$ cat src/neuron_pkg.sv
package neuron_pkg;

	// ~~~~~~~~~~~~~~~~~~~~~~~~~~~~~~
	// Word types
	// ~~~~~~~~~~~~~~~~~~~~~~~~~~~~~~
	typedef logic [31:0] word_t;
	typedef logic [3:0]  idx_t;
	typedef logic [7:0]  exp_t;

	// Mantissa with the hidden bit in front
	typedef logic [23:0] mant_t;

	localparam int N_INPUTS = 15;

	// Largest finite magnitude, used when an exponent overflows
	localparam logic [30:0] MAX_MAG = 31'h7F7F_FFFF;

	// ~~~~~~~~~~~~~~~~~~~~~~~~~~~~~~
	// Node constants
	// ~~~~~~~~~~~~~~~~~~~~~~~~~~~~~~
	localparam word_t BIAS = 32'h3DAE_CA6E;

	localparam word_t WEIGHTS [N_INPUTS] = '{
		32'hBF1F_E2C5, 32'hBE55_58B1, 32'hBE7E_81FA, 32'hBED3_1F6C,
		32'h3DBD_7AF0, 32'hBF9E_0BE0, 32'h3EAB_364D, 32'hBF23_42B6,
		32'hBC34_9AD5, 32'hBDA4_3BF4, 32'h3F68_5DAB, 32'hBDDF_50A0,
		32'hBDBF_6FC3, 32'h3EB3_8BE5, 32'h3E0C_D576
	};

	typedef enum logic [1:0] {
		IDLE,
		ISSUE,
		DRAIN
	} ctrl_state_t;

endpackage

$ cat src/neuron_if.sv
interface mac_if;

	// Issue side, one index per cycle
	logic issue;
	neuron_pkg::idx_t idx;
	logic last;

	// Seeds the accumulator with the bias
	logic clear;

	// One-cycle pulse when the rectified result is in y
	logic done;

	modport ctrl (
		output issue,
		output idx,
		output last,
		output clear,
		input  done
	);

	modport bank (
		input issue,
		input idx,
		input last
	);

	modport acc (
		input  clear,
		output done
	);

endinterface

$ cat src/operand_bank.sv
module operand_bank (
	input  logic              clk,
	input  logic              rst_n,
	input  logic              x_we,
	input  neuron_pkg::idx_t  x_addr,
	input  neuron_pkg::word_t x_data,
	input  logic              busy,
	mac_if.bank               m,
	output neuron_pkg::word_t a,
	output neuron_pkg::word_t b,
	output logic              pair_valid,
	output logic              pair_last
);

	neuron_pkg::word_t mem [neuron_pkg::N_INPUTS];
	logic wr_ok;

	// Writes only land while idle, addresses past the last input are dropped
	assign wr_ok = x_we && !busy && (x_addr < neuron_pkg::N_INPUTS);

	always_ff @(posedge clk)
	begin
		if (wr_ok)
		begin
			mem[x_addr] <= x_data;
		end
	end

	// ~~~~~~~~~~~~~~~~~~~~~~~~~~~~~~
	// Registered read port
	// ~~~~~~~~~~~~~~~~~~~~~~~~~~~~~~
	always_ff @(posedge clk)
	begin
		if (m.issue)
		begin
			a <= mem[m.idx];
			b <= neuron_pkg::WEIGHTS[m.idx];
		end
	end

	always_ff @(posedge clk or negedge rst_n)
	begin
		if (!rst_n)
		begin
			pair_valid <= 1'b0;
			pair_last  <= 1'b0;
		end
		else
		begin
			pair_valid <= m.issue;
			pair_last  <= m.issue && m.last;
		end
	end

endmodule

$ cat src/fp_mult.sv
module fp_mult (
	input  logic              clk,
	input  logic              rst_n,
	input  neuron_pkg::word_t a,
	input  neuron_pkg::word_t b,
	input  logic              in_valid,
	input  logic              in_last,
	output neuron_pkg::word_t p,
	output logic              out_valid,
	output logic              out_last
);

	neuron_pkg::exp_t  ea;
	neuron_pkg::exp_t  eb;
	neuron_pkg::mant_t ma;
	neuron_pkg::mant_t mb;
	neuron_pkg::word_t p_next;
	logic              sign;
	logic              zero_in;
	logic [47:0]       prod;
	logic [9:0]        exp_n;
	logic [22:0]       frac;

	assign ea = a[30:23];
	assign eb = b[30:23];
	assign sign = a[31] ^ b[31];

	// Zero and subnormal operands both count as zero
	assign zero_in = (ea == 8'd0) || (eb == 8'd0);

	assign ma = {1'b1, a[22:0]};
	assign mb = {1'b1, b[22:0]};
	assign prod = ma * mb;

	// The product lies in [1, 4), so at most one position of normalization
	assign frac = prod[47] ? prod[46:24] : prod[45:23];

	// Bit 9 set means the biased exponent went negative
	assign exp_n = {2'b00, ea} + {2'b00, eb} + {9'd0, prod[47]} - 10'd127;

	always_comb
	begin
		if (zero_in || exp_n[9] || exp_n == 10'd0)
			p_next = '0;
		else if (exp_n >= 10'd255)
			p_next = {sign, neuron_pkg::MAX_MAG};
		else
			p_next = {sign, exp_n[7:0], frac};
	end

	always_ff @(posedge clk)
	begin
		p <= p_next;
	end

	always_ff @(posedge clk or negedge rst_n)
	begin
		if (!rst_n)
		begin
			out_valid <= 1'b0;
			out_last  <= 1'b0;
		end
		else
		begin
			out_valid <= in_valid;
			out_last  <= in_valid && in_last;
		end
	end

endmodule

$ cat src/fp_add.sv
module fp_add (
	input  neuron_pkg::word_t a,
	input  neuron_pkg::word_t b,
	output neuron_pkg::word_t s
);

	neuron_pkg::word_t a_f;
	neuron_pkg::word_t b_f;
	neuron_pkg::word_t big;
	neuron_pkg::word_t lesser;
	neuron_pkg::exp_t  e_big;
	neuron_pkg::exp_t  e_small;
	neuron_pkg::exp_t  e_diff;
	neuron_pkg::mant_t m_big;
	neuron_pkg::mant_t m_small;
	neuron_pkg::mant_t m_shift;
	logic              eff_sub;
	logic              swap;
	logic [24:0]       raw;
	logic [4:0]        lz;
	logic [23:0]       m_norm;
	logic [8:0]        exp_up;
	logic [8:0]        exp_dn;

	function automatic logic [4:0] lzc24(input logic [23:0] v);
		logic [4:0] n;
		n = 5'd0;
		// The highest set bit is the last one to write n
		for (int i = 0; i < 24; i++)
		begin
			if (v[i])
				n = 5'(23 - i);
		end
		return n;
	endfunction

	// ~~~~~~~~~~~~~~~~~~~~~~~~~~~~~~
	// Flush and order by magnitude
	// ~~~~~~~~~~~~~~~~~~~~~~~~~~~~~~
	assign a_f = (a[30:23] == 8'd0) ? '0 : a;
	assign b_f = (b[30:23] == 8'd0) ? '0 : b;

	assign swap   = b_f[30:0] > a_f[30:0];
	assign big    = swap ? b_f : a_f;
	assign lesser = swap ? a_f : b_f;

	assign e_big   = big[30:23];
	assign e_small = lesser[30:23];
	assign e_diff  = e_big - e_small;

	assign m_big   = {e_big != 8'd0, big[22:0]};
	assign m_small = {e_small != 8'd0, lesser[22:0]};

	// Bits shifted out below the mantissa are lost, which truncates
	assign m_shift = m_small >> e_diff;

	assign eff_sub = big[31] ^ lesser[31];
	assign raw = eff_sub ? ({1'b0, m_big} - {1'b0, m_shift})
	                     : ({1'b0, m_big} + {1'b0, m_shift});

	// ~~~~~~~~~~~~~~~~~~~~~~~~~~~~~~
	// Normalize
	// ~~~~~~~~~~~~~~~~~~~~~~~~~~~~~~
	assign lz     = lzc24(raw[23:0]);
	assign m_norm = raw[23:0] << lz;
	assign exp_up = {1'b0, e_big} + 9'd1;
	assign exp_dn = {1'b0, e_big} - {4'd0, lz};

	always_comb
	begin
		if (raw == 25'd0)
		begin
			// Exact cancellation or two zeros
			s = '0;
		end
		else if (raw[24])
		begin
			if (exp_up >= 9'd255)
				s = {big[31], neuron_pkg::MAX_MAG};
			else
				s = {big[31], exp_up[7:0], raw[23:1]};
		end
		else if ({3'b000, lz} >= e_big)
		begin
			s = '0;
		end
		else
		begin
			s = {big[31], exp_dn[7:0], m_norm[22:0]};
		end
	end

endmodule

$ cat src/neuron_acc.sv
module neuron_acc (
	input  logic              clk,
	input  logic              rst_n,
	input  neuron_pkg::word_t p,
	input  logic              p_valid,
	input  logic              p_last,
	mac_if.acc                m,
	output neuron_pkg::word_t y
);

	neuron_pkg::word_t acc;
	neuron_pkg::word_t sum;
	logic              fin;

	fp_add add_i (
		.a(acc),
		.b(p),
		.s(sum)
	);

	assign fin = p_valid && p_last;

	always_ff @(posedge clk)
	begin
		if (m.clear)
			acc <= neuron_pkg::BIAS;
		else if (p_valid)
			acc <= sum;
	end

	// Rectifier on the final sum, negative zero included
	always_ff @(posedge clk or negedge rst_n)
	begin
		if (!rst_n)
		begin
			y      <= '0;
			m.done <= 1'b0;
		end
		else
		begin
			m.done <= fin;
			if (fin)
				y <= sum[31] ? '0 : sum;
		end
	end

endmodule

$ cat src/neuron_ctrl.sv
module neuron_ctrl (
	input  logic clk,
	input  logic rst_n,
	input  logic start,
	output logic busy,
	mac_if.ctrl  m
);

	localparam neuron_pkg::idx_t LAST_IDX = neuron_pkg::idx_t'(neuron_pkg::N_INPUTS - 1);

	neuron_pkg::ctrl_state_t state;
	neuron_pkg::idx_t        cnt;
	logic                    accept;

	// The cycle with done high already counts as idle
	assign accept = (state == neuron_pkg::IDLE) || (state == neuron_pkg::DRAIN && m.done);
	assign busy = !accept;

	always_ff @(posedge clk or negedge rst_n)
	begin
		if (!rst_n)
		begin
			state   <= neuron_pkg::IDLE;
			cnt     <= '0;
			m.issue <= 1'b0;
			m.idx   <= '0;
			m.last  <= 1'b0;
			m.clear <= 1'b0;
		end
		else
		begin
			m.issue <= 1'b0;
			m.last  <= 1'b0;
			m.clear <= 1'b0;
			case (state)
				neuron_pkg::ISSUE:
				begin
					m.issue <= 1'b1;
					m.idx   <= cnt;
					m.last  <= (cnt == LAST_IDX);
					cnt     <= cnt + 4'd1;
					if (cnt == LAST_IDX)
						state <= neuron_pkg::DRAIN;
				end
				default:
				begin
					// IDLE, or DRAIN in the cycle the result appears
					if (accept)
					begin
						if (start)
						begin
							state   <= neuron_pkg::ISSUE;
							cnt     <= '0;
							m.clear <= 1'b1;
						end
						else
						begin
							state <= neuron_pkg::IDLE;
						end
					end
				end
			endcase
		end
	end

endmodule

$ cat src/neuron_top.sv
module neuron_top (
	input  logic              clk,
	input  logic              rst_n,
	input  logic              x_we,
	input  neuron_pkg::idx_t  x_addr,
	input  neuron_pkg::word_t x_data,
	input  logic              start,
	output logic              busy,
	output logic              done,
	output neuron_pkg::word_t y
);

	neuron_pkg::word_t a;
	neuron_pkg::word_t b;
	neuron_pkg::word_t p;
	logic              pair_valid;
	logic              pair_last;
	logic              p_valid;
	logic              p_last;

	mac_if mac ();

	neuron_ctrl ctrl_i (
		.clk  (clk),
		.rst_n(rst_n),
		.start(start),
		.busy (busy),
		.m    (mac)
	);

	operand_bank bank_i (
		.clk       (clk),
		.rst_n     (rst_n),
		.x_we      (x_we),
		.x_addr    (x_addr),
		.x_data    (x_data),
		.busy      (busy),
		.m         (mac),
		.a         (a),
		.b         (b),
		.pair_valid(pair_valid),
		.pair_last (pair_last)
	);

	fp_mult mult_i (
		.clk      (clk),
		.rst_n    (rst_n),
		.a        (a),
		.b        (b),
		.in_valid (pair_valid),
		.in_last  (pair_last),
		.p        (p),
		.out_valid(p_valid),
		.out_last (p_last)
	);

	neuron_acc acc_i (
		.clk    (clk),
		.rst_n  (rst_n),
		.p      (p),
		.p_valid(p_valid),
		.p_last (p_last),
		.m      (mac),
		.y      (y)
	);

	assign done = mac.done;

endmodule

$ cat config.mk
export PLATFORM = sky130hd
export DESIGN_NAME = neuron_top
export DESIGN_NICKNAME = d
export VERILOG_FILES = /design/src/neuron_pkg.sv /design/src/neuron_if.sv /design/src/operand_bank.sv /design/src/fp_mult.sv /design/src/fp_add.sv /design/src/neuron_acc.sv /design/src/neuron_ctrl.sv /design/src/neuron_top.sv
export SDC_FILE = /design/constraint.sdc
export NUM_CORES = 2
export LEC_CHECK = 0
export BUFFER_PORTS_ARGS = -buffer_cell sky130_fd_sc_hd__buf_2
export CORE_MARGIN = 10
export CORE_UTILIZATION = 44
export DETAILED_ROUTE_END_ITERATION = 8
export GPL_TIMING_DRIVEN = 0
export PLACE_DENSITY = 0.59
export SETUP_SLACK_MARGIN = 0.2
export SLEW_MARGIN = 20
export SYNTH_ARGS = -nofsm -noshare
export SYNTH_HDL_FRONTEND = slang
export SYNTH_HIERARCHICAL = 1
export SYNTH_SLANG_ARGS = --single-unit
export TNS_END_PERCENT = 50
$ cat constraint.sdc
create_clock -name clk -period 24.5 [get_ports clk]
set_input_delay 1.225 -clock clk [delete_from_list [all_inputs] [get_ports clk]]
set_output_delay 1.225 -clock clk [all_outputs]
set_load 0.03 [all_outputs]
==> results.py <==
metrics = {
    "outcome": {
        "status": "finished, final reports clean",
    },
    "logic_synthesis": {
        "synth.avg_cell_area_um2": 10.9,
        "syn_area_um2": 53100,
        "async_reset_ff_share_pct": 7.52,
        "ys.flop_type": "edfxtp_1",
        "syn_inst": 4898,
        "synth.distinct_cells": 122,
        "ys_seq_elements": 652,
        "ys_seq_area_share_pct": 35.2,
        "synth_edf_count": 539,
        "yosys_warnings": 6,
    },
    "cells_and_area": {
        "final_nets": 5870,
        "drive_gt1_share_pct": 10.9,
        "nFillCells": 11011,
        "final_util_pct": 48.7,
        "final_common_cell": "inv_1",
        "layout_common_cells": "inv_1 (632), nand2_1 (545), edfxtp_1 (539), fa_1 (484), ha_1 (267)",
        "syn2layout_area_growth_pct": 10.0,
    },
    "sta": {
        "fin_crit_ns": 18.64,
        "hold_violations": 0,
        "slew_violations": 0,
        "worst_slack_ns": 5.86,
        "setup_violations": 0,
        "worstMarginPinSlew_ns": 1.20,
        "setup-tns-final_ns": 0,
        "rsz0062_at_grt": "no",
        "finalCritPeriodShare_pct": 76.1,
        "fin_worst_skew_ns": 0.0355,
        "relSlewSlack_pct": 20.1,
        "fmax_mhz": 53.6,
    },
    "floorplanning": {
        "start_util_pct": 44.3,
        "io-pin-count": 74,
        "rows": 127,
        "die_w_um": 368,
        "die_area_um2": 135000,
        "die_height_um": 368,
        "fp.coreArea_um2": 120000,
    },
    "clock_network": {
        "postCtsSetupRepairBufs": 0,
        "cts.reportedPaths.clkPinSlew_ns": 0.06,
        "cts-htree-levels": 3,
        "post_cts_resized": 0,
        "cts_made_buffers": 67,
        "cts_hold_buf": 0,
        "root_buffer": "clkbuf_16",
        "cts_tree": "yes",
        "clk_latency_ns": 0.64,
        "cts.sinks": 652,
        "clockBufferDepth": 3,
    },
    "detailed_routing": {
        "wl_um": 167000,
        "drt_iter0_markers": 4083,
        "viasPerCell": 5.75,
        "ant_nets": 0,
        "dr.pass1.iters": 6,
        "wl_per_cell_um": 24.7,
        "drc": 0,
        "vias": 38808,
    },
    "worst_setup_path": {
        "slowest_delay_ns": 0.72,
        "criticalPathCategory": "flop to flop",
        "cp_common_cell": "a21oi_1",
        "crit_fanout": 10,
        "start_kind": "flop",
        "endpoint_kind": "flop",
        "cp_slowest_cell": "xor2_1",
        "required_ns": 25.01,
        "worst_ep_arrival_time_ns": 19.15,
    },
    "grt": {
        "grt_pass1_wl_um": 251000,
        "antenna_found_initial": 17,
        "grtUsageTotal_pct": 24.4,
        "grt_pass1_vias": 38754,
        "grt_max_degree": 60,
        "globalRouteOverflowTotal": 0,
    },
    "hold_path": {
        "hp-class": "flop to flop",
    },
    "placed_design": {
        "io_buffers": 72,
        "gp_congestion": 0.977,
        "post-place-ws_ns": 6.36,
        "place_hpwl_um": 131000,
    },
    "flow_run": {
        "maxCapViolCount": 0,
    },
}
sequential cells by signal (all words and copies together) (netlist names):
register / count
mult_i/out_last: 1
acc_i/y: 31
mult_i/out_valid: 1
ctrl_i/cnt: 4
acc_i/m.done: 1
mult_i/p: 32
ctrl_i/state: 2
ctrl_i/m.last: 1
bank_i/pair_valid: 1
acc_i/acc: 32
bank_i/mem: 480
bank_i/b: 27
bank_i/pair_last: 1
ctrl_i/m.issue: 1
bank_i/a: 32
ctrl_i/m.idx: 4
ctrl_i/m.clear: 1
worst max-delay path: cells and delay by family, from the launching register on:
family | cells | cell delay, ns
compound gates | 20 | 5.40
flops | 1 | 0.49
fa+ha+maj | 5 | 1.45
buf+inv | 16 | 5.73
mux | 1 | 0.31
simple gates | 15 | 4.17
xor+xnor | 2 | 0.94
stage by stage:
stage                     area [µm²]  hold slack (ns)  cells
after floorplan                53200            0.347   4901
after global placement         55500            0.353   6585
after detailed placement       56200            0.355   6622
after CTS                      58400            0.368   6745
after global routing           58400            0.395   6747
final                          58500            0.366   6753
layer usage:
metal	global-route usage (%)	vias up	share of wire, %
li1	-	17184	-
met1	35.8	19634	45
met2	36.5	1704	43
met3	4.41	270	8.6
met4	7.54	16	3.1
met5	0	-	0.063
final timing paths:
kind / from / endpoint / slack, ns / cells after the start
setup / recovery: acc_i/acc[24]$_SDFFE_PP1P_ / acc_i/y[28]$_DFFE_PN0P_ / 5.86 / 59
hold / removal: bank_i/pair_valid$_DFF_PN0_ / mult_i/out_valid$_DFF_PN0_ / 0.37 / 0
hold reg to reg: bank_i/pair_valid$_DFF_PN0_ / mult_i/out_valid$_DFF_PN0_ / 0.37 / 0
min in group asynchronous: rst_n / acc_i/y[18]$_DFFE_PN0P_ / 0.63 / 1
setup reg to reg: acc_i/acc[24]$_SDFFE_PP1P_ / acc_i/y[28]$_DFFE_PN0P_ / 5.86 / 59
max in group asynchronous: rst_n / ctrl_i/m.issue$_DFF_PN0_ / 23.34 / 1
cells in the mapped netlist, types with 116 or more instances:
master      n  area share [%]
edfxtp_1  539              30
nand2_1   545             3.8
mux2i_1   116             2.2
ha_1      267             6.3
o21ai_0   177             1.7
inv_1     632             4.5
fa_1      484              18
nor2_1    261             1.8
mux4_2    134             5.7
clkbuf_1  186             1.3
a21oi_1   192             1.8
and2_1    251             3.0
logic make-up (layout without fill, tap and decap cells):
| kind of cell | count (synthesis) | in the layout | share of synthesized area [%] |
|---|---|---|---|
| AOI/OAI and AO/OA | 770 | 770 | 9.67 |
| xor gates and xnor gates | 91 | 91 | 1.58 |
| adders and majority gates | 751 | 751 | 24.5 |
| buffers and inverters | 913 | 1145 | 6.90 |
| DFF | 652 | 652 | 35.2 |
| muxes | 295 | 295 | 9.05 |
| other | 3 | 14 | 0.0212 |
| and+or+nand+nor | 1423 | 1423 | 13.1 |
layout make-up:
type	count	area (µm²)	share of cell area, %
Tap cell	1612	2020	3.45
Clock buffer	87	1790	3.06
Antenna cell	8	20.0	0.0342
Clock inverter	36	422	0.721
Multi-Input combinational cell	3336	30900	52.9
Sequential cell	652	18700	32.0
Inverter	640	2400	4.11
Timing Repair Buffer	109	935	1.60
Buffer	273	1260	2.16
Power is not shown: default switching activity piles up to over one toggle a cycle in this logic, so the estimate is an artifact.
